## config.mk

```make
export PLATFORM = sky130hd
export DESIGN_NAME = nabp_swap_control_flat
export DESIGN_NICKNAME = d
export VERILOG_FILES = /design/src/hdl/nabp_pkg.sv /design/src/hdl/nabp_ifs.sv /design/src/hdl/nabp_swap_control.sv /design/src/flat_wrapper.sv
export VERILOG_INCLUDE_DIRS = /design/src /design/src/hdl
export SDC_FILE = /design/constraint.sdc
export NUM_CORES = 1
export LEC_CHECK = 0
export ABC_AREA = 1
export BUFFER_PORTS_ARGS = -buffer_cell sky130_fd_sc_hd__buf_4
export CORE_AREA = 2 2 84 86
export DETAILED_ROUTE_END_ITERATION = 10
export DIE_AREA = 0 0 86 88
export HOLD_SLACK_MARGIN = 0.06
export PLACE_DENSITY = 0.68
export SYNTH_ARGS = -nofsm -noshare
export SYNTH_HDL_FRONTEND = slang
export SYNTH_SLANG_ARGS = --single-unit
```

## constraint.sdc

```tcl
create_clock -name clk -period 2 [get_ports clk]
set_input_delay 0.2 -clock clk [delete_from_list [all_inputs] [get_ports clk]]
set_output_delay 0.2 -clock clk [all_outputs]
set_load 0.02 [all_outputs]
```

## src/hdl/nabp_macros.svh

```systemverilog
`ifndef NABP_MACROS_SVH
`define NABP_MACROS_SVH

// raw projection sample from the host
`define NABP_SAMPLE_W 12

// filter output word stored in the line RAM
`define NABP_FILTERED_W 16

// wide enough to index one full line
`define NABP_S_W 7

// samples per projection line
`define NABP_LINE_SIZE 100

// taps = order + 1, order must be even
`define NABP_FILTER_ORDER 4

`endif

```

## src/hdl/nabp_pkg.sv

```systemverilog
`include "nabp_macros.svh"

package nabp_pkg;

    typedef logic signed [`NABP_SAMPLE_W-1:0] sample_t;

    typedef logic signed [`NABP_FILTERED_W-1:0] filtered_t;

    typedef logic [`NABP_S_W-1:0] s_idx_t;

    // fill controller of one swappable bank
    typedef enum logic [1:0]
    {
        ready_s,
        delay_s,
        fill_s
    } fill_state_t;

    // symmetric ramp-like kernel, centre tap at index order/2
    localparam int FILTER_COEF [0:`NABP_FILTER_ORDER] = '{-1, -2, 6, -2, -1};

endpackage

```

## src/hdl/nabp_ifs.sv

```systemverilog
`timescale 1ns/1ps

// fill traffic between the swap control and one bank
interface nabp_fill_if;

    logic                kick;
    nabp_pkg::filtered_t val;
    nabp_pkg::s_idx_t    s_val;
    logic                done;

    modport ctrl
    (
        output kick,
        output val,
        input  s_val,
        input  done
    );

    modport bank
    (
        input  kick,
        input  val,
        output s_val,
        output done
    );

endinterface

// two read ports, data one cycle after the address
interface nabp_read_if;

    nabp_pkg::s_idx_t    pr0_s;
    nabp_pkg::s_idx_t    pr1_s;
    nabp_pkg::filtered_t pr0_val;
    nabp_pkg::filtered_t pr1_val;

    modport user
    (
        output pr0_s,
        output pr1_s,
        input  pr0_val,
        input  pr1_val
    );

    modport bank
    (
        input  pr0_s,
        input  pr1_s,
        output pr0_val,
        output pr1_val
    );

endinterface

```

## src/hdl/nabp_swap_control.sv

```systemverilog
`timescale 1ns/1ps

module nabp_swap_control
(
    input  logic      clk,
    input  logic      reset_n,
    input  logic      swap,
    output logic      line_busy,
    output logic      line_ready,
    nabp_fill_if.bank host_fill,
    nabp_fill_if.ctrl fill0,
    nabp_fill_if.ctrl fill1,
    nabp_read_if.bank user_rd,
    nabp_read_if.user rd0,
    nabp_read_if.user rd1
);

    // processing side owns bank bank_sel, the other one fills
    logic bank_sel;
    logic rd_sel;
    logic fill_active;
    logic kick_ok;

    assign line_busy = fill_active | line_ready;
    assign kick_ok   = host_fill.kick & ~line_busy;

    always_ff @(posedge clk)
    begin
        if (!reset_n)
        begin
            bank_sel    <= 1'b0;
            rd_sel      <= 1'b0;
            fill_active <= 1'b0;
            line_ready  <= 1'b0;
        end
        else
        begin
            // data comes back a cycle after the address
            rd_sel <= bank_sel;
            if (kick_ok)
            begin
                fill_active <= 1'b1;
            end
            else if (host_fill.done)
            begin
                fill_active <= 1'b0;
            end
            if (host_fill.done)
            begin
                line_ready <= 1'b1;
            end
            else if (swap && line_ready)
            begin
                line_ready <= 1'b0;
                bank_sel   <= ~bank_sel;
            end
        end
    end

    // fill side goes to the bank not owned by processing
    assign fill0.kick = kick_ok & bank_sel;
    assign fill1.kick = kick_ok & ~bank_sel;
    assign fill0.val  = host_fill.val;
    assign fill1.val  = host_fill.val;

    assign host_fill.s_val = bank_sel ? fill0.s_val : fill1.s_val;
    assign host_fill.done  = bank_sel ? fill0.done : fill1.done;

    // read side
    assign rd0.pr0_s = bank_sel ? '0 : user_rd.pr0_s;
    assign rd0.pr1_s = bank_sel ? '0 : user_rd.pr1_s;
    assign rd1.pr0_s = bank_sel ? user_rd.pr0_s : '0;
    assign rd1.pr1_s = bank_sel ? user_rd.pr1_s : '0;

    assign user_rd.pr0_val = rd_sel ? rd1.pr0_val : rd0.pr0_val;
    assign user_rd.pr1_val = rd_sel ? rd1.pr1_val : rd0.pr1_val;

    // the bank being read never completes a fill
    assert property (@(posedge clk) disable iff (!reset_n)
        line_busy |-> !(bank_sel ? fill1.done : fill0.done));

endmodule

```

## src/flat_wrapper.sv

```systemverilog
// flat-port wrapper written by rule: the top's interface ports become plain ports
module nabp_swap_control_flat 
  (clk, reset_n, swap, line_busy, line_ready, host_fill_kick, host_fill_val, host_fill_s_val, host_fill_done, fill0_kick, fill0_val, fill0_s_val, fill0_done, fill1_kick, fill1_val, fill1_s_val, fill1_done, user_rd_pr0_s, user_rd_pr1_s, user_rd_pr0_val, user_rd_pr1_val, rd0_pr0_s, rd0_pr1_s, rd0_pr0_val, rd0_pr1_val, rd1_pr0_s, rd1_pr1_s, rd1_pr0_val, rd1_pr1_val);
  nabp_fill_if host_fill_i ();
  nabp_fill_if fill0_i ();
  nabp_fill_if fill1_i ();
  nabp_read_if user_rd_i ();
  nabp_read_if rd0_i ();
  nabp_read_if rd1_i ();
  input  logic clk;
  input  logic reset_n;
  input  logic swap;
  output logic line_busy;
  output logic line_ready;
  input wire logic [$bits(host_fill_i.kick)-1:0] host_fill_kick;
  input wire logic [$bits(host_fill_i.val)-1:0] host_fill_val;
  output wire logic [$bits(host_fill_i.s_val)-1:0] host_fill_s_val;
  output wire logic [$bits(host_fill_i.done)-1:0] host_fill_done;
  output wire logic [$bits(fill0_i.kick)-1:0] fill0_kick;
  output wire logic [$bits(fill0_i.val)-1:0] fill0_val;
  input wire logic [$bits(fill0_i.s_val)-1:0] fill0_s_val;
  input wire logic [$bits(fill0_i.done)-1:0] fill0_done;
  output wire logic [$bits(fill1_i.kick)-1:0] fill1_kick;
  output wire logic [$bits(fill1_i.val)-1:0] fill1_val;
  input wire logic [$bits(fill1_i.s_val)-1:0] fill1_s_val;
  input wire logic [$bits(fill1_i.done)-1:0] fill1_done;
  input wire logic [$bits(user_rd_i.pr0_s)-1:0] user_rd_pr0_s;
  input wire logic [$bits(user_rd_i.pr1_s)-1:0] user_rd_pr1_s;
  output wire logic [$bits(user_rd_i.pr0_val)-1:0] user_rd_pr0_val;
  output wire logic [$bits(user_rd_i.pr1_val)-1:0] user_rd_pr1_val;
  output wire logic [$bits(rd0_i.pr0_s)-1:0] rd0_pr0_s;
  output wire logic [$bits(rd0_i.pr1_s)-1:0] rd0_pr1_s;
  input wire logic [$bits(rd0_i.pr0_val)-1:0] rd0_pr0_val;
  input wire logic [$bits(rd0_i.pr1_val)-1:0] rd0_pr1_val;
  output wire logic [$bits(rd1_i.pr0_s)-1:0] rd1_pr0_s;
  output wire logic [$bits(rd1_i.pr1_s)-1:0] rd1_pr1_s;
  input wire logic [$bits(rd1_i.pr0_val)-1:0] rd1_pr0_val;
  input wire logic [$bits(rd1_i.pr1_val)-1:0] rd1_pr1_val;
  assign host_fill_i.kick = host_fill_kick;
  assign host_fill_i.val = host_fill_val;
  assign host_fill_s_val = host_fill_i.s_val;
  assign host_fill_done = host_fill_i.done;
  assign fill0_kick = fill0_i.kick;
  assign fill0_val = fill0_i.val;
  assign fill0_i.s_val = fill0_s_val;
  assign fill0_i.done = fill0_done;
  assign fill1_kick = fill1_i.kick;
  assign fill1_val = fill1_i.val;
  assign fill1_i.s_val = fill1_s_val;
  assign fill1_i.done = fill1_done;
  assign user_rd_i.pr0_s = user_rd_pr0_s;
  assign user_rd_i.pr1_s = user_rd_pr1_s;
  assign user_rd_pr0_val = user_rd_i.pr0_val;
  assign user_rd_pr1_val = user_rd_i.pr1_val;
  assign rd0_pr0_s = rd0_i.pr0_s;
  assign rd0_pr1_s = rd0_i.pr1_s;
  assign rd0_i.pr0_val = rd0_pr0_val;
  assign rd0_i.pr1_val = rd0_pr1_val;
  assign rd1_pr0_s = rd1_i.pr0_s;
  assign rd1_pr1_s = rd1_i.pr1_s;
  assign rd1_i.pr0_val = rd1_pr0_val;
  assign rd1_i.pr1_val = rd1_pr1_val;
  nabp_swap_control u_core (.clk(clk), .reset_n(reset_n), .swap(swap), .line_busy(line_busy), .line_ready(line_ready), .host_fill(host_fill_i), .fill0(fill0_i), .fill1(fill1_i), .user_rd(user_rd_i), .rd0(rd0_i), .rd1(rd1_i));
endmodule
```

### Word level (Yosys, flattened, before mapping)

Cells that the tools add are included.

| word-level totals | value |
|---|---|
| input port bits | 114 |
| output and inout port bits | 104 |
| logic and storage cells | 27 |
| flip-flop bits (word level) | 4 |

| cells by class | value |
|---|---|
| reduce and logical (&&, ||, !) cells | 4 |
| bitwise operators | 7 |
| multiplexer cells | 12 |

Operators by type and width:

| kind | count |
|---|---|
| $mux W7 | 5 |
| $mux W16 | 2 |
| $mux W1 | 5 |
| $reduce_bool A2 Y1 | 2 |
| $and A1 B1 Y1 | 3 |
| $not A1 Y1 | 3 |
| $reduce_and A2 Y1 | 1 |
| $logic_and A1 B1 Y1 | 1 |
| $or A1 B1 Y1 | 1 |

### Logic depth before layout (Yosys ltp)

| depth | value |
|---|---|
| depth after elaboration | 4 |
| mapped depth | 7 |
| depth with buffers taken out | 6 |

### Worst setup path after synthesis

No wires, ideal clock.

| timing | value |
|---|---|
| kind | register to output |
| start | register u_core.bank_sel |
| end | output rd0_pr0_s[0] |
| required time | 1.800 ns |
| path slack | 0.831 ns |
| buffers on the path | 3 |
| arrival | 0.969 ns |
| stages on the path, launching flop included | 5 |
| cell sequence | dfxtp_1 -> buf_2 -> buf_6 -> buf_6 -> nor2_1 |

| between the ends | value |
|---|---|
| cells in the longest elaborated chain, start to end | 1 |

RTL lines:

| element | line | text |
|---|---|---|
| from (decl) | nabp_swap_control.sv:19 | `logic bank_sel;` |
| from (signal assigned) | nabp_swap_control.sv:55 | `bank_sel <= ~bank_sel;` |
| $mux W7 | nabp_swap_control.sv:70 | `assign rd0.pr0_s = bank_sel ? '0 : user_rd.pr0_s;` |
| to (decl) | flat_wrapper.sv:31 | `output wire logic [$bits(rd0_i.pr0_s)-1:0] rd0_pr0_s;` |

No other way between the ends.

### Final worst setup path

| timing | value |
|---|---|
| start | register u_core.bank_sel |
| end | output rd1_pr0_s[3] |

| between the ends | value |
|---|---|
| cells in the longest elaborated chain, start to end | 1 |

RTL lines:

| element | line | text |
|---|---|---|
| $mux W7 | nabp_swap_control.sv:72 | `assign rd1.pr0_s = bank_sel ? user_rd.pr0_s : '0;` |
| to (decl) | flat_wrapper.sv:35 | `output wire logic [$bits(rd1_i.pr0_s)-1:0] rd1_pr0_s;` |

No other way between the ends.

==> reports/summary.md <==
At the pin with the least slew margin, the transition time is 0.4161 ns. Max-cap violations in this run came to 0. The run gives 0.002848 ns as the final clock skew. The register area share after synthesis came out at 6.084%.

The sort of element at the start of the critical path is a flip-flop. Summing the areas of all xor and xnor instances in the mapped netlist gives 0% of the synthesized area. After synthesis, the largest family of logic cells by area is buffers and inverters. The wire length on met2 is 2170 um. After the first detailed-routing iteration, the DRC count stood at 27. Relative to the synthesized area, the layout overhead comes to 82.79%. The final setup violation count came out at 0.

Across every metal layer, demand over resource in global routing totals 10.24%. The run gives 0.88 ns as the internal reg-to-reg setup slack. The depth of the critical timing path with buffers and inverters included is 4, and the final RePlAce weighted congestion is 0.7285.

Using the TritonRoute via totals, the vias-per-cell ratio works out to 3.907. The logs give 0 for the number of antenna violations at the first check in global routing and 0 for the post-cts sizing count. In this run the tightest slew margin relative to its limit is 72.22%.

The post-synthesis average cell area works out to 7.115 um^2. In this run the power density over the cells is 330.1 nW/um^2. The count of inserted antenna diode cells is 0, and the total iterations of the first detailed-routing run is 4. Synthesis produced a netlist with a net count of 299.

The fraction of the core area covered by cells at the end of the flow came out at 36.21%. The master cell of the clock root buffer was sky130_fd_sc_hd__clkbuf_8. Core box area: 6644 um^2. The number of buffer and inverter stages on the critical path is 3. The tools report the max-slew violation count as 0.

Summing the areas of all and, or, nand and nor instances in the mapped netlist gives 19.87% of the synthesized area. Wires add up to 4467 um. The global-route wire length before repair was 6258 um. The worst setup path is captured at an output port.

The run finished with clean final reports. Setup repair after global routing left no endpoint under its margin. The netlist uses 14 different library cells. Summing the areas of all fa, ha and maj instances in the mapped netlist gives 0% of the synthesized area. The worst hold path begins at reset_n. The critical path goes through buf_4 > nand2_1 > inv_1 > buf_4. For the quantity of hold-fixing buffers added after cts, the log shows 0.

For the total I/O pin count, the log shows 218. The worst setup path is of the flip-flop to output port kind. The count of clock tree sinks was 4; the minimum clock period after layout was 1.615 ns.

Summing the areas of all compound-gate instances in the mapped netlist gives 0.7605% of the synthesized area. The count of cells along the worst register-to-register path is 6. In this run the remaining antenna-violating nets after routing total 0. The tools report the maximum buffer depth of the clock tree as 2. Synthesis produced a netlist whose cell count is 185. Clock latency on the worst-skew pair, taken at its later pin, is 0.21 ns. Counting the buffers created by CTS gives 3. The maximum number of pins on one net before global-route repair is 33. The tools report the count of final hold-check violations as 0.

For the arrival time at the worst endpoint, the log shows 1.42 ns. From left edge to right edge, the die measures 86 um. The initial cell density of the core was 19.81%; the wire length the detailed router placed on met1 was 1664 um. The post-layout net count is 434.

Top cell family by delay on the critical path: flip-flops. Endpoint of the worst setup timing path: rd1_pr0_s[3]. Class of the worst hold path: primary input to flip-flop. After routing, the total negative slack on setup checks comes to 0 ns.

After global routing the overflow that remains totals 0. Measured along the y axis, the die boundary spans 88 um. The post-synthesis cell area is 1316 um^2, and the fraction of final layout cells with drive strength greater than 1 is 65.72%. The clock input transition at the sequential cells of the worst setup and hold paths was 0.03 ns. The uppermost layer routed is met4.

Start of the worst register-to-register path: u_core.bank_sel$_SDFFE_PN0P_. Cell with the largest stage delay on the worst path: sky130_fd_sc_hd__dfxtp_1. The tools report the H-tree level count as 1. The share of the clock period used by the worst path after layout is 80.77%, and the final HPWL from detailed placement is 3850 um. In this run the worst path has a maximum fanout of 30. The leakage power total came out at 1.513 nW. The dominant cell type by count on the critical path is sky130_fd_sc_hd__buf_4. The largest stage delay on the critical path is 0.56 ns.

Startpoint of the worst setup timing path: u_core.bank_sel$_SDFFE_PN0P_. TritonCTS built the clock tree. The count of port buffers added during placement is 169. For the post-CTS setup buffer count, the log shows 0. Based on the critical path, the design can be clocked at up to 619.0 MHz. In this run the critical register-to-register path is captured at u_core.line_ready$_SDFFE_PN0P_.

The number of core rows came out at 30. The routed layout has 1555 vias. The number of global-route vias before repair was 1366. The per-cell routed wire length works out to 11.22 um. For the worst setup path, the data required time is 1.80 ns.

The multiplexer fraction of the synthesized cell area is 35.93%. After synthesis the netlist holds a flip-flop and latch count of 4. Detailed routing placed a total of 608 um of wire on met3.

For the die outline area, the log shows 7568 um^2. The tools report the DRC violations left as 0. The logs give 0 for the total of warnings raised by yosys and 193.9 uV for the maximum vdd ir drop.
-- synthesized netlist by cell type --
cell	instances	area share, %
sky130_fd_sc_hd__mux2_2	2	1.7
sky130_fd_sc_hd__inv_1	37	11
sky130_fd_sc_hd__mux2_4	30	34
sky130_fd_sc_hd__buf_4	32	18
sky130_fd_sc_hd__inv_2	1	0.28
sky130_fd_sc_hd__dfxtp_1	4	6.1
sky130_fd_sc_hd__a21oi_1	2	0.76
sky130_fd_sc_hd__buf_2	3	1.1
sky130_fd_sc_hd__nand2_1	47	13
sky130_fd_sc_hd__buf_6	3	2.6
sky130_fd_sc_hd__buf_12	3	4.6
sky130_fd_sc_hd__nand3_1	3	1.1
sky130_fd_sc_hd__nor2_1	17	4.8
sky130_fd_sc_hd__or2_2	1	0.48
-- routing by layer --
metal	vias to the layer above	GRT usage, %
met1	644	11.57
li1	782	-
met2	124	18.32
met4	0	2.165
met3	5	3.959
met5	-	0
-- through the flow --
step	total power [mW]	cell area, um^2	hold slack [ns]	std cells	setup WS [ns]
after floorplan	0.4372	1316	0.2976	185	0.8310
after global placement	0.6259	2365	0.4002	395	0.6258
after detailed placement	0.6313	2365	0.4002	395	0.6069
after CTS	0.8075	2406	0.1916	398	0.3674
after global routing	0.8508	2406	0.1949	398	0.2400
final	0.7942	2406	0.1931	398	0.3846
-- sequential cells by signal, indices dropped and copies added, names as in the netlist --
register,count
u_core.line_ready,1
u_core.fill_active,1
u_core.rd_sel,1
u_core.bank_sel,1
-- cell usage in the layout, fill, tap and decap left out --
| cell | n |
|---|---|
| sky130_fd_sc_hd__nand2_1 | 47 |
| sky130_fd_sc_hd__nand3_1 | 3 |
| sky130_fd_sc_hd__or2_2 | 1 |
| sky130_fd_sc_hd__buf_4 | 170 |
| sky130_fd_sc_hd__dfxtp_2 | 1 |
| sky130_fd_sc_hd__buf_12 | 1 |
| sky130_fd_sc_hd__nor2_1 | 17 |
| sky130_fd_sc_hd__a21oi_1 | 2 |
| sky130_fd_sc_hd__inv_1 | 37 |
| sky130_fd_sc_hd__inv_2 | 1 |
| sky130_fd_sc_hd__clkbuf_8 | 3 |
| sky130_fd_sc_hd__mux2_2 | 2 |
| sky130_fd_sc_hd__mux2_4 | 30 |
| sky130_fd_sc_hd__dfxtp_1 | 3 |
-- how the worst min path moves through the flow --
stage / cells after the start / slack (ns) / endpoint
after floorplan: 2 / 0.30 / u_core.line_ready$_SDFFE_PN0P_
after global placement: 0 / 0.40 / fill0_val[14]
after detailed placement: 0 / 0.40 / fill0_val[14]
after CTS: 3 / 0.19 / u_core.rd_sel$_SDFF_PN0_
after global routing: 3 / 0.19 / u_core.rd_sel$_SDFF_PN0_
final: 3 / 0.19 / u_core.rd_sel$_SDFF_PN0_
-- layout make-up --
cell class                 instances  area [um^2]
multi-input combinational        102        744.5
inverter                          38        142.6
sequential                         4        81.33
fill                             693         4238
tap                               80        100.1
clock buffer                       3        41.29
timing repair buffer             171         1296
-- tightest hold or removal path: cells and delay by family --
family                 cells  cell delay, ns
buffers and inverters      2            0.13
and+or+nand+nor            1            0.05
-- logic make-up after synthesis --
| logic type | after synthesis |
|---|---|
| AOI/OAI and AO/OA | 2 |
| buffers and inverters | 79 |
| DFF | 4 |
| muxes | 32 |
| and+or+nand+nor | 68 |
-- where the power goes --
group	internal [mW]	leakage, nW	total, mW	switching, mW
Sequential	0.0851	0.0334	0.0913	0.00622
Combinational	0.300	1.46	0.534	0.234
Clock	0.128	0.0216	0.169	0.0404
Power figures use the tool's default switching activity.
