===== src/hdl/nabp_macros.svh =====
`ifndef NABP_MACROS_SVH
`define NABP_MACROS_SVH

// raw projection sample from the host
`define NABP_SAMPLE_W 12

// filter output word stored in the line RAM
`define NABP_FILTERED_W 16

// wide enough to index one full line
`define NABP_S_W 7

// samples per projection line
`define NABP_LINE_SIZE 100

// taps = order + 1, order must be even
`define NABP_FILTER_ORDER 4

`endif


===== src/hdl/nabp_pkg.sv =====
`include "nabp_macros.svh"

package nabp_pkg;

    typedef logic signed [`NABP_SAMPLE_W-1:0] sample_t;

    typedef logic signed [`NABP_FILTERED_W-1:0] filtered_t;

    typedef logic [`NABP_S_W-1:0] s_idx_t;

    // fill controller of one swappable bank
    typedef enum logic [1:0]
    {
        ready_s,
        delay_s,
        fill_s
    } fill_state_t;

    // symmetric ramp-like kernel, centre tap at index order/2
    localparam int FILTER_COEF [0:`NABP_FILTER_ORDER] = '{-1, -2, 6, -2, -1};

endpackage


===== src/hdl/nabp_fir_filter.sv =====
`timescale 1ns/1ps
`include "nabp_macros.svh"

module nabp_fir_filter
(
    input  logic                clk,
    input  logic                reset_n,
    input  logic                clear,
    input  nabp_pkg::sample_t   sample_val,
    output nabp_pkg::filtered_t filtered_val
);

    localparam int ACC_W = `NABP_SAMPLE_W + 8;
    localparam logic signed [ACC_W-1:0] SAT_MAX = ACC_W'(2 ** (`NABP_FILTERED_W - 1) - 1);
    localparam logic signed [ACC_W-1:0] SAT_MIN = -SAT_MAX - 1;

    // tap 0 is the live sample, taps 1..order are registered
    nabp_pkg::sample_t [`NABP_FILTER_ORDER:1] history;
    logic signed [ACC_W-1:0] acc;

    always_ff @(posedge clk)
    begin
        if (!reset_n || clear)
        begin
            history <= '0;
        end
        else
        begin
            history[1] <= sample_val;
            for (int i = 2; i <= `NABP_FILTER_ORDER; i++)
            begin
                history[i] <= history[i-1];
            end
        end
    end

    // multiply-accumulate over the whole window
    always_comb
    begin
        acc = ACC_W'(sample_val * nabp_pkg::FILTER_COEF[0]);
        for (int i = 1; i <= `NABP_FILTER_ORDER; i++)
        begin
            acc = acc + ACC_W'(history[i] * nabp_pkg::FILTER_COEF[i]);
        end
    end

    // saturate into the stored word
    always_comb
    begin
        if (acc > SAT_MAX)
        begin
            filtered_val = nabp_pkg::filtered_t'(SAT_MAX);
        end
        else if (acc < SAT_MIN)
        begin
            filtered_val = nabp_pkg::filtered_t'(SAT_MIN);
        end
        else
        begin
            filtered_val = nabp_pkg::filtered_t'(acc);
        end
    end

    // cleared history leaves only the live tap in the output
    assert property (@(posedge clk) disable iff (!reset_n)
        clear |=> (history == '0) &&
                  (filtered_val == nabp_pkg::filtered_t'(sample_val * nabp_pkg::FILTER_COEF[0])));

endmodule


===== config.mk =====
export PLATFORM = sky130hd
export DESIGN_NAME = nabp_fir_filter
export DESIGN_NICKNAME = d
export VERILOG_FILES = /design/src/hdl/nabp_pkg.sv /design/src/hdl/nabp_fir_filter.sv
export VERILOG_INCLUDE_DIRS = /design/src /design/src/hdl
export SDC_FILE = /design/constraint.sdc
export NUM_CORES = 1
export LEC_CHECK = 0
export ABC_AREA = 0
export BUFFER_PORTS_ARGS = -buffer_cell sky130_fd_sc_hd__buf_2
export CAP_MARGIN = 30
export CORE_ASPECT_RATIO = 0.7
export CORE_UTILIZATION = 30
export CTS_BUF_LIST = sky130_fd_sc_hd__clkbuf_16
export DETAILED_ROUTE_END_ITERATION = 8
export HOLD_SLACK_MARGIN = 0.12
export SETUP_SLACK_MARGIN = 0.15
export SLEW_MARGIN = 25
export SYNTH_ARGS = -nofsm -noshare
export SYNTH_HDL_FRONTEND = slang
export SYNTH_SLANG_ARGS = --single-unit

===== constraint.sdc =====
create_clock -name clk -period 14.11 [get_ports clk]
set_clock_uncertainty 0.2 [all_clocks]
set_input_delay 4.233 -clock clk [delete_from_list [all_inputs] [get_ports clk]]
set_output_delay 4.233 -clock clk [all_outputs]
set_load 0.02 [all_outputs]

* After elaboration in Yosys (flattened, before gate mapping)
Index checks and enable logic that the tools add are counted.
** Cells by class
- $add $sub $neg :: 8
- $mul :: 1
- $lt $le $gt $ge :: 2
- Muxes and demuxes :: 2
- Reductions and logical operators :: 2
** Operators by type and width (number)
- adder 20 bit :: 3
- negator 12 -> 20 bit :: 2
- negator 12 -> 19 bit :: 2
- two-way mux 16 bit :: 2
- adder 20 x 16 -> 20 bit :: 1
- > comparator 20 x 16 -> 1 bit (second input constant) :: 1
- less-than comparator 20 x 16 -> 1 bit (second input constant) :: 1
- multiplier 12 x 3 -> 15 bit (second input constant) :: 1
- logical NOT 1 bit :: 1
- logical OR 1 bit :: 1
** Storage, ports and cells
- Bits in registers :: 48
- Input bits :: 15
- Output and inout port bits :: 16
- Word-level logic and storage cells :: 19

* Longest topological paths before layout
Gate-level depths: netlist of the first run.
- Depth after elaboration :: 8
- Gate-level depth with buffers :: 25

* Worst setup path before layout of the first run
No wires, ideal clock.
- Kind :: input to output
- Start :: input sample_val[11]
- End :: output filtered_val[10]
- Arrival time :: 8.409 ns
- Required time :: 9.677 ns
- Slack :: 1.268 ns
- Cell stages on the path :: 17
- Buffers on the path :: 1
- Cells stage by stage :: inv_1 fa_1 fa_1 inv_1 fa_1 inv_1 ha_1 a21oi_2 nand2_1 a211oi_2 o211ai_2 a21o_1 a21oi_1 xnor2_1 a31oi_2 buf_4 o21ai_0
** On the way
- Word-level cells in the longest chain between the ends :: 8
- Elaborated cells on any way between the ends :: 9
- Those cells by class :: add/sub (5); order compare (2); mux (2)
** Ends and longest elaborated chain
- start: declaration :: RTL line nabp_fir_filter.sv:9 : input nabp_pkg::sample_t sample_val,
- negator 12 -> 20 bit (not written as such) (*) :: RTL line nabp_fir_filter.sv:40 : acc = ACC_W'(sample_val * nabp_pkg::FILTER_COEF[0]);
- adder 20 bit (*) :: RTL line nabp_fir_filter.sv:43 : acc = acc + ACC_W'(history[i] * nabp_pkg::FILTER_COEF[i]);
- adder 20 x 16 -> 20 bit (*) :: RTL line nabp_fir_filter.sv:43
- adder 20 bit (*) (2 in series) :: RTL line nabp_fir_filter.sv:43
- less-than comparator 20 x 16 -> 1 bit :: RTL line nabp_fir_filter.sv:54 : else if (acc < SAT_MIN)
- two-way mux 16 bit :: RTL line nabp_fir_filter.sv:54
- two-way mux 16 bit (*) :: RTL line nabp_fir_filter.sv:50 : if (acc > SAT_MAX)
- end: declaration :: RTL line nabp_fir_filter.sv:10 : output nabp_pkg::filtered_t filtered_val
Every way passes the cells marked *; elsewhere a longest branch is shown, timed or not.

* Worst setup path in the final report of the first run
- Start :: input sample_val[11]
- End :: output filtered_val[1]
Same word-level chain as after synthesis.

==> results of run 1 <==
[cell type report]
type                       count  area [um^2]
clock buffer                   5          125
clock inverter                 3         42.5
inverter                      98          368
sequential                    48          961
fill                        1575        10200
multi-input combinational    377         3450
timing repair buffer          31          158
tap                          200          250
[cells by family after synthesis]
group | Yosys count
mux | 2
compound gates | 85
fa+ha+maj | 101
flops | 48
buf+inv | 107
simple gates | 134
xor+xnor | 55
[path summary, 6_finish.rpt]
path / from / end / slack [ns]
setup reg to reg: history[35] / history[47] / 13.21
hold reg to reg: history[13] / history[25] / 0.30
hold / removal: history[13] / history[25] / 0.30
setup / recovery: sample_val[11] / filtered_val[1] / 0.68
[metal layers]
layer | vias up | GRT usage [%] | share of wire [%]
met2 | 56 | 19.5 | 41
met3 | 11 | 2.53 | 3.6
met4 | 0 | 4.00 | 1.8
met5 | - | 0 | 0
li1 | 1748 | - | -
met1 | 1609 | 17.4 | 53
[through the flow]
step	utilization [%]	std cells	cell area (um^2)
final	34.4	762	5360
after global routing	34.4	762	5360
after floorplan	-	532	4820
after CTS	34.4	762	5360
after detailed placement	33.3	754	5190
after global placement	33.3	754	5190
[Yosys cell counts (all sizes together)]
cell | n | share of area, %
inv | 98 | 7.6
fa | 51 | 21
ha | 50 | 13
and2 | 48 | 6.2
dfxtp | 48 | 20
xnor2 | 36 | 6.5
a21oi | 25 | 2.9
nand2 | 22 | 1.7
o21ai | 22 | 2.3
nor2 | 19 | 1.5
xor2 | 19 | 3.5
nor3 | 12 | 1.3
a21o | 11 | 1.7
nand2b | 9 | 1.2
nand3 | 7 | 0.73
o21bai | 6 | 0.93
a211oi | 5 | 0.99
clkbuf | 5 | 0.39
o211ai | 5 | 0.88
a31oi | 4 | 0.65
buf | 4 | 0.49
nor2b | 3 | 0.39
mux2i | 2 | 0.42
nand4 | 2 | 0.26
nor3b | 2 | 0.54
nor4 | 2 | 0.26
o21a | 2 | 0.31
o22ai | 2 | 0.26
o31ai | 2 | 0.42
or3 | 2 | 0.26
a2111o | 1 | 0.23
and2b | 1 | 0.21
and3 | 1 | 0.13
and3b | 1 | 0.18
nand3b | 1 | 0.23
or2 | 1 | 0.13
or2b | 1 | 0.16
[power groups by stage]
stage | clock [uW] | sequential, uW | combinational, uW
5_1_grt | 145 | 141 | 751
3_5_place_dp | 0 | 143 | 678
3_3_place_gp | 0 | 143 | 663
4_1_cts | 139 | 140 | 681
6_report | 135 | 140 | 675
2_1_floorplan | 0 | 143 | 518
==> results.yml, run 1 <==
status:
  status: "completed"
clock_tree:
  h-tree-depth: 2
  ctsRootBufferMaster: "clkbuf_16"
  clock-sinks: 48
  cts_inserted_buffers: 5
  postCtsSetupRepairBufs: 0
  clockBufferDepth: 2
  clk_latency_ns: 0.29
  cts_tree: "built"
  ctsHoldBuffers: 0
  clkSlewWorstSetupHoldPaths_ns: 0.06
  cts_resized: 0
min_path:
  hp-class: "register to register"
  holdPathStages: 1
power:
  peakVddDrop_v: 0.000202
  clkPwrFrac_pct: 14.2
  power.switching_uw: 479
  power_leakage_uw: 0.00261
  total_power_uw: 950
  swShare_pct: 50.4
  power_density_mw_per_mm2: 177
  power_frac_comb_pct: 71.0
  seq_power_share_pct: 14.8
  p_int_uw: 471
die:
  start_util_pct: 30.9
  coreArea_mm2: 0.0156
  pin_count: 31
  die_y_um: 108
  die_w_um: 154
  num_rows: 38
  die_area_mm2: 0.0166
flow_run:
  max-cap-violations: 0
final_layout:
  area_growth_pct: 11.1
  largest_registers: "history: 48 flops"
  n_antenna_cell: 0
  final_cell_mix: "98 x inv_1, 51 x fa_1, 50 x ha_1"
  fin_nets: 677
  largest_reg_flops: 48
  layout_commonest_cell: "inv_1"
  top_register: "history"
  drive_gt1_share_pct: 9.25
placed_design:
  io_buffers: 30
  hpwl_um: 8230
  gp_congestion: 0.856
  place_worst_setup_slack_ns: 0.653
worst_setup_path:
  worstPathArrival_ns: 9.00
  path_cells: "buf_2, inv_1, fa_1, fa_1, inv_1, fa_1, inv_1, ha_1, a21oi_2, nand2_1, a211oi_2, o211ai_2, a21o_1, a21oi_1, xnor2_1, o31ai_2, o21ai_0, buf_2"
  max_stage_delay_ns: 0.62
  crit_buf_inv: 5
  setup.worst_path.end_class: "primary output"
  rr_worst_depth: 1
  crit_type: "primary input to primary output"
  cpLargestDelayFamily: "adder cells"
  worstPathRequired_ns: 9.68
  worstSetupStartpointType: "primary input"
  cp.depth: 18
  cp_max_fo: 15
  critical_path.slowest_cell: "o31ai_2"
synthesis:
  synth_fp_nets: 648
  synthMuxAreaShare_pct: 0.415
  ys_ff_latch: 48
  syn_area_per_cell_um2: 9.07
  synth_cells: 532
  yosys.area_share.simple_pct: 15.5
  syn-cell-area_mm2: 0.00482
  synth_xor_area_share_pct: 9.99
  synth_top_family_by_area: "adder cells"
  yosysWarnings: 0
  synth-seq-area-share_pct: 19.9
  synth_compound_area_share_pct: 11.6
  ys_types: 49
  synth_fa_ha_area_share_pct: 34.1
routing:
  wirelength_um: 9520
  viasPerCell: 4.49
  via_count: 3424
  drtIter0Drc: 120
  avgRoutedWirePerCell_um: 12.5
  firstDrtPassIters: 4
  drcViolationCount: 0
  route.antenna.remaining_nets: 0
timing:
  fmax_mhz: 74.4
  tns_ns: 0
  worst_slew_pin_slew_ns: 0.683
  period_share_pct: 95.2
  final-max-slew-violation-count: 0
  hold_violations: 0
  rsz0062_at_grt: "no"
  timing.hold.ws_ns: 0.297
  finalSetupViolCount: 0
  relSlewSlack_pct: 54.1
  layout_setup_ws_ns: 0.677
  min_period_ns: 13.43
grt:
  grt_max_degree: 49
  overflow: 0
  antenna_found_initial: 0
  grt_pass1_wl_um: 16500
  grt_use_total_pct: 12.6
  grt_pass1_vias: 3410
Note: power is estimated with default switching activity, not from simulation.
==> inputs of run 2 (changes only) <==
--- a/config.mk
+++ b/config.mk
@@ -9,12 +9,13 @@
 export ABC_AREA = 0
 export BUFFER_PORTS_ARGS = -buffer_cell sky130_fd_sc_hd__buf_2
 export CAP_MARGIN = 30
-export CORE_ASPECT_RATIO = 0.7
+export CORE_ASPECT_RATIO = 0.8
 export CORE_UTILIZATION = 30
 export CTS_BUF_LIST = sky130_fd_sc_hd__clkbuf_16
 export DETAILED_ROUTE_END_ITERATION = 8
 export HOLD_SLACK_MARGIN = 0.12
 export SETUP_SLACK_MARGIN = 0.15
+export SKIP_CTS_REPAIR_TIMING = 1
 export SLEW_MARGIN = 25
 export SYNTH_ARGS = -nofsm -noshare
 export SYNTH_HDL_FRONTEND = slang
==> run 2 against run 1 <==
Worst hold slack worse by 0.0066 ns. Combinational power is 3% lower. Global-route usage is 1.2 points lower. Critical path type unchanged. Largest power group unchanged. Clock-buffer cell count stayed put. Via count is 5.4% lower.
==> results.yml, run 2 (synthesized netlist as in run 1, its figures left out) <==
placed_design:
  gp_congestion: 0.783
  io_buffers: 30
  place_worst_setup_slack_ns: 0.728
  numPlacedInstances: 768
  hpwl_um: 7640
timing:
  tns_ns: 0
  hold_violations: 0
  final-max-slew-violation-count: 0
  fmax_mhz: 75.1
  relSlewSlack_pct: 43.6
  worst_slew_pin_slew_ns: 0.845
  layout_setup_ws_ns: 0.795
  rsz0062_at_grt: "no"
  min_period_ns: 13.31
  finalSetupViolCount: 0
  period_share_pct: 94.4
final_layout:
  drive_gt1_share_pct: 8.91
  fin_cells: 776
  n_antenna_cell: 0
  fillers: 1655
  area_growth_pct: 10.9
  largest_reg_flops: 48
  fin_nets: 676
  final_cell_mix: "99 x inv_1, 51 x fa_1, 50 x ha_1"
  largest_registers: "history: 48 flops"
  fin_util_pct: 34.0
  layout_commonest_cell: "inv_1"
  top_register: "history"
grt:
  grt_pass1_vias: 3052
  grt_pass1_wl_um: 14600
  overflow: 0
  grt_max_degree: 49
  antenna_found_initial: 0
  grt_use_total_pct: 11.4
worst_setup_path:
  r2r_slack_ns: 13.20
  path_cells: "buf_2, inv_1, fa_1, fa_1, inv_1, fa_1, inv_1, ha_1, a21oi_2, nand2_1, a211oi_2, o211ai_2, a21o_1, a21oi_1, xnor2_1, o31ai_2, o21ai_0, buf_2"
  critical_path.slowest_cell: "o31ai_2"
  worstSetupStartpointType: "primary input"
  setup.worst_path.start: "sample_val[11]"
  worstPathArrival_ns: 8.88
  crit_buf_inv: 5
  crit_type: "primary input to primary output"
  max_stage_delay_ns: 0.64
  cp_max_fo: 15
  worstPathRequired_ns: 9.68
  cpLargestDelayFamily: "adder cells"
  reg2reg_from: "history[0]"
  setup.worst_path.end_class: "primary output"
power:
  power_frac_comb_pct: 72.2
  power.switching_uw: 458
  clkPwrFrac_pct: 12.4
  p_int_uw: 451
  swShare_pct: 50.4
  seq_power_share_pct: 15.4
  peakVddDrop_v: 0.0000632
  power_density_mw_per_mm2: 170
  total_power_uw: 909
  power_leakage_uw: 0.00260
clock_tree:
  h-tree-depth: 2
  clk_latency_ns: 0.28
  clockBufferDepth: 2
  ctsRootBufferMaster: "clkbuf_16"
  cts_tree: "built"
  clkSlewWorstSetupHoldPaths_ns: 0.06
  cts_inserted_buffers: 5
  clock-sinks: 48
routing:
  avgRoutedWirePerCell_um: 11.4
  wirelength_um: 8830
  route.antenna.remaining_nets: 0
  drcViolationCount: 0
  viasPerCell: 4.18
  firstDrtPassIters: 4
  drtIter0Drc: 91
  via_count: 3240
status:
  status: "completed"
min_path:
  hp-class: "register to register"
  hp-start: "history[1]"
die:
  die_area_mm2: 0.0166
  die_w_um: 144
  num_rows: 41
  pin_count: 31
  die_y_um: 115
  start_util_pct: 30.6
  coreArea_mm2: 0.0157
flow_run:
  max-cap-violations: 0
-- run 2: cell type report --
cell class              instances  area, um^2  share of cell area (%)
clock inverters                 3        15.0                   0.281
repair buffers                 30         150                    2.81
well taps                     215         269                    5.03
multi-input cells             377        3460                    64.7
flip-flops and latches         48         961                    18.0
inverters                      98         368                    6.88
clock buffers                   5         125                    2.34
-- run 2: per-stage QoR --
| step | hold WS [ns] | instance area (um^2) |
|---|---|---|
| 3_5_place_dp | 0.286 | 5210 |
| 3_3_place_gp | 0.279 | 5210 |
| 2_1_floorplan | 0.254 | 4820 |
| 6_report | 0.290 | 5350 |
| 5_1_grt | 0.313 | 5350 |
| 4_1_cts | 0.296 | 5350 |
-- run 2: final timing paths --
kind / to / cells after the start
max: filtered_val[2] / 18
min: history[13] / 1
max reg2reg: history[12] / 1
min reg2reg: history[13] / 1
-- run 2: layer usage --
layer / share of wire (%) / GRT usage (%)
met5: 0 / 0
met4: 0.74 / 2.77
met3: 2.3 / 1.61
met2: 40 / 17.2
met1: 57 / 17.0
-- run 2: power by group through the flow --
| stage | Combinational, uW | Sequential [uW] | Clock, uW |
|---|---|---|---|
| 2_1_floorplan | 518 | 143 | 0 |
| 3_3_place_gp | 661 | 143 | 0 |
| 3_5_place_dp | 665 | 143 | 0 |
| 4_1_cts | 667 | 140 | 116 |
| 5_1_grt | 748 | 141 | 122 |
| 6_report | 656 | 140 | 112 |
==> inputs of run 3 (changes only) <==
--- a/config.mk
+++ b/config.mk
@@ -14,6 +14,7 @@
 export CTS_BUF_LIST = sky130_fd_sc_hd__clkbuf_16
 export DETAILED_ROUTE_END_ITERATION = 8
 export HOLD_SLACK_MARGIN = 0.12
+export PLACE_DENSITY_LB_ADDON = 0.2
 export SETUP_SLACK_MARGIN = 0.15
 export SKIP_CTS_REPAIR_TIMING = 1
 export SLEW_MARGIN = 25
==> constraint.sdc (replaced) <==
create_clock -name clk -period 14.11 [get_ports clk]
set_clock_uncertainty 0.2 [all_clocks]
set_input_delay 0.7055 -clock clk [delete_from_list [all_inputs] [get_ports clk]]
set_output_delay 0.7055 -clock clk [all_outputs]
set_load 0.02 [all_outputs]
==> run 3 against run 2 <==
Via count increased by 2.4%. Worst setup slack improved by 6.0 ns. Routed wire length increased by 10%. Final area about the same. Total power increased by 2.4%. Flip-flop and latch count unchanged. Global-route usage increased by 1.3 points. Sequential power about the same. Core utilization about the same. Die area unchanged. Combinational power increased by 3.5%. Critical path depth increased by 6. Highest routed layer unchanged.
==> results.yml, run 3 (synthesized netlist as in run 1, its figures left out) <==
status:
  status: "completed"
final_layout:
  final_cell_mix: "98 x inv_1, 51 x fa_1, 50 x ha_1"
  fillers: 1659
  design_area_mm2: 0.00535
  layout_commonest_cell: "inv_1"
  fin_cells: 777
  drive_gt1_share_pct: 9.07
  largest_reg_flops: 48
  top_register: "history"
  largest_registers: "history: 48 flops"
  fin_nets: 678
  area_growth_pct: 10.9
  n_antenna_cell: 0
clock_tree:
  clockBufferDepth: 2
  clkSlewWorstSetupHoldPaths_ns: 0.06
  ctsRootBufferMaster: "clkbuf_16"
  cts_inserted_buffers: 5
  clock-sinks: 48
  h-tree-depth: 2
  clk_latency_ns: 0.29
  cts_tree: "built"
power:
  power_frac_comb_pct: 73.0
  swShare_pct: 51.4
  power_density_mw_per_mm2: 174
  seq_power_share_pct: 15.1
  power.switching_uw: 478
  peakVddDrop_v: 0.0000939
  power_leakage_uw: 0.00260
  clkPwrFrac_pct: 11.9
  p_int_uw: 452
timing:
  fmax_mhz: 137
  worst_slew_pin_slew_ns: 0.763
  min_period_ns: 7.30
  rsz0062_at_grt: "no"
  final-max-slew-violation-count: 0
  tns_ns: 0
  layout_setup_ws_ns: 6.81
  finalSetupViolCount: 0
  period_share_pct: 51.7
  hold_violations: 0
  relSlewSlack_pct: 48.8
worst_setup_path:
  worstPathArrival_ns: 6.39
  setup.worst_path.end_class: "primary output"
  r2r_slack_ns: 13.21
  cp_max_fo: 15
  worstPathRequired_ns: 13.20
  r2r_end: "history[43]"
  reg2reg_from: "history[31]"
  rr_worst_depth: 1
  worstSetupStartpointType: "register"
  crit_type: "register to primary output"
grt:
  grt_pass1_vias: 3502
  grt_pass1_wl_um: 16500
  grt_use_total_pct: 12.7
  antenna_found_initial: 0
  grt_max_degree: 49
  overflow: 0
die:
  die_w_um: 144
  die_area_mm2: 0.0166
  num_rows: 41
  pin_count: 31
  start_util_pct: 30.6
  coreArea_mm2: 0.0157
  die_y_um: 115
placed_design:
  dpl_cell_area_mm2: 0.00522
  io_buffers: 30
  gp_congestion: 0.797
  hpwl_um: 8390
  place_worst_setup_slack_ns: 7.05
  numPlacedInstances: 770
flow_run:
  max-cap-violations: 0
min_path:
  hp-start: "history[1]"
  whs_endpoint: "history[13]"
  holdPathStages: 1
  hp-class: "register to register"
routing:
  wirelength_um: 9720
  via_count: 3317
  firstDrtPassIters: 4
  avgRoutedWirePerCell_um: 12.5
  drcViolationCount: 0
  drtIter0Drc: 88
  viasPerCell: 4.27
  route.antenna.remaining_nets: 0
## run 3: changes by cell type in the layout (fill, tap and decap cells not counted), sizes merged
cell	delta
buf	+2
clkinv	+1
clkinvlp	-1
inv	-1
## run 3: cell type report
type	instances	area, um^2	share of cell area, %
repair buffers	32	165	3.09
well taps	215	269	5.03
inverters	98	368	6.88
multi-input cells	377	3450	64.6
clock inverters	2	7.51	0.140
flip-flops and latches	48	961	18.0
clock buffers	5	125	2.34
## run 3: worst max path at each step
stage	startpoint	end	slack, ns	depth (start not counted)
after floorplan	history[14]	filtered_val[10]	7.72	24
after global placement	history[14]	filtered_val[0]	7.23	22
after detailed placement	history[14]	filtered_val[7]	7.05	24
after CTS	history[14]	filtered_val[7]	6.71	24
after global routing	history[14]	filtered_val[11]	6.24	24
final	history[14]	filtered_val[2]	6.81	24
## run 3: power groups by stage
stage | clock [uW] | sequential, uW | combinational [uW]
2_1_floorplan | 0 | 143 | 518
3_3_place_gp | 0 | 143 | 675
3_5_place_dp | 0 | 143 | 686
4_1_cts | 114 | 140 | 690
5_1_grt | 118 | 141 | 765
6_report | 111 | 140 | 679
## run 3: through the flow
step	hold slack, ns	power, uW	util (%)
after floorplan	0.254	661	-
after CTS	0.286	944	34.0
after global placement	0.276	818	33.1
final	0.287	930	34.0
after global routing	0.314	1020	34.0
after detailed placement	0.276	830	33.1
## run 3: critical path, stage by stage, from the launching register on
cell and delay, ns:
dfxtp_1 0.32, ha_1 0.32, ha_1 0.30, a21o_1 0.15, a21oi_1 0.22, o21bai_1 0.09
a21oi_1 0.23, o21bai_1 0.12, a211oi_1 0.40, xnor2_1 0.14, fa_1 0.49, inv_1 0.06
fa_1 0.53, inv_1 0.04, ha_1 0.38, a21oi_2 0.18, nand2_1 0.08, a211oi_2 0.28
o211ai_2 0.15, a21o_1 0.20, a21oi_1 0.17, xnor2_1 0.12, o31ai_2 0.70, o21ai_0 0.21
buf_2 0.21
## run 3: layer usage
metal	global-route usage, %	part of all wire (%)	up-vias	routed length (um)
met5	0	0	-	0
met4	4.04	1.7	0	161
met3	1.65	3.1	12	300
met2	19.0	39	39	3760
met1	18.8	57	1516	5500
li1	-	-	1750	-
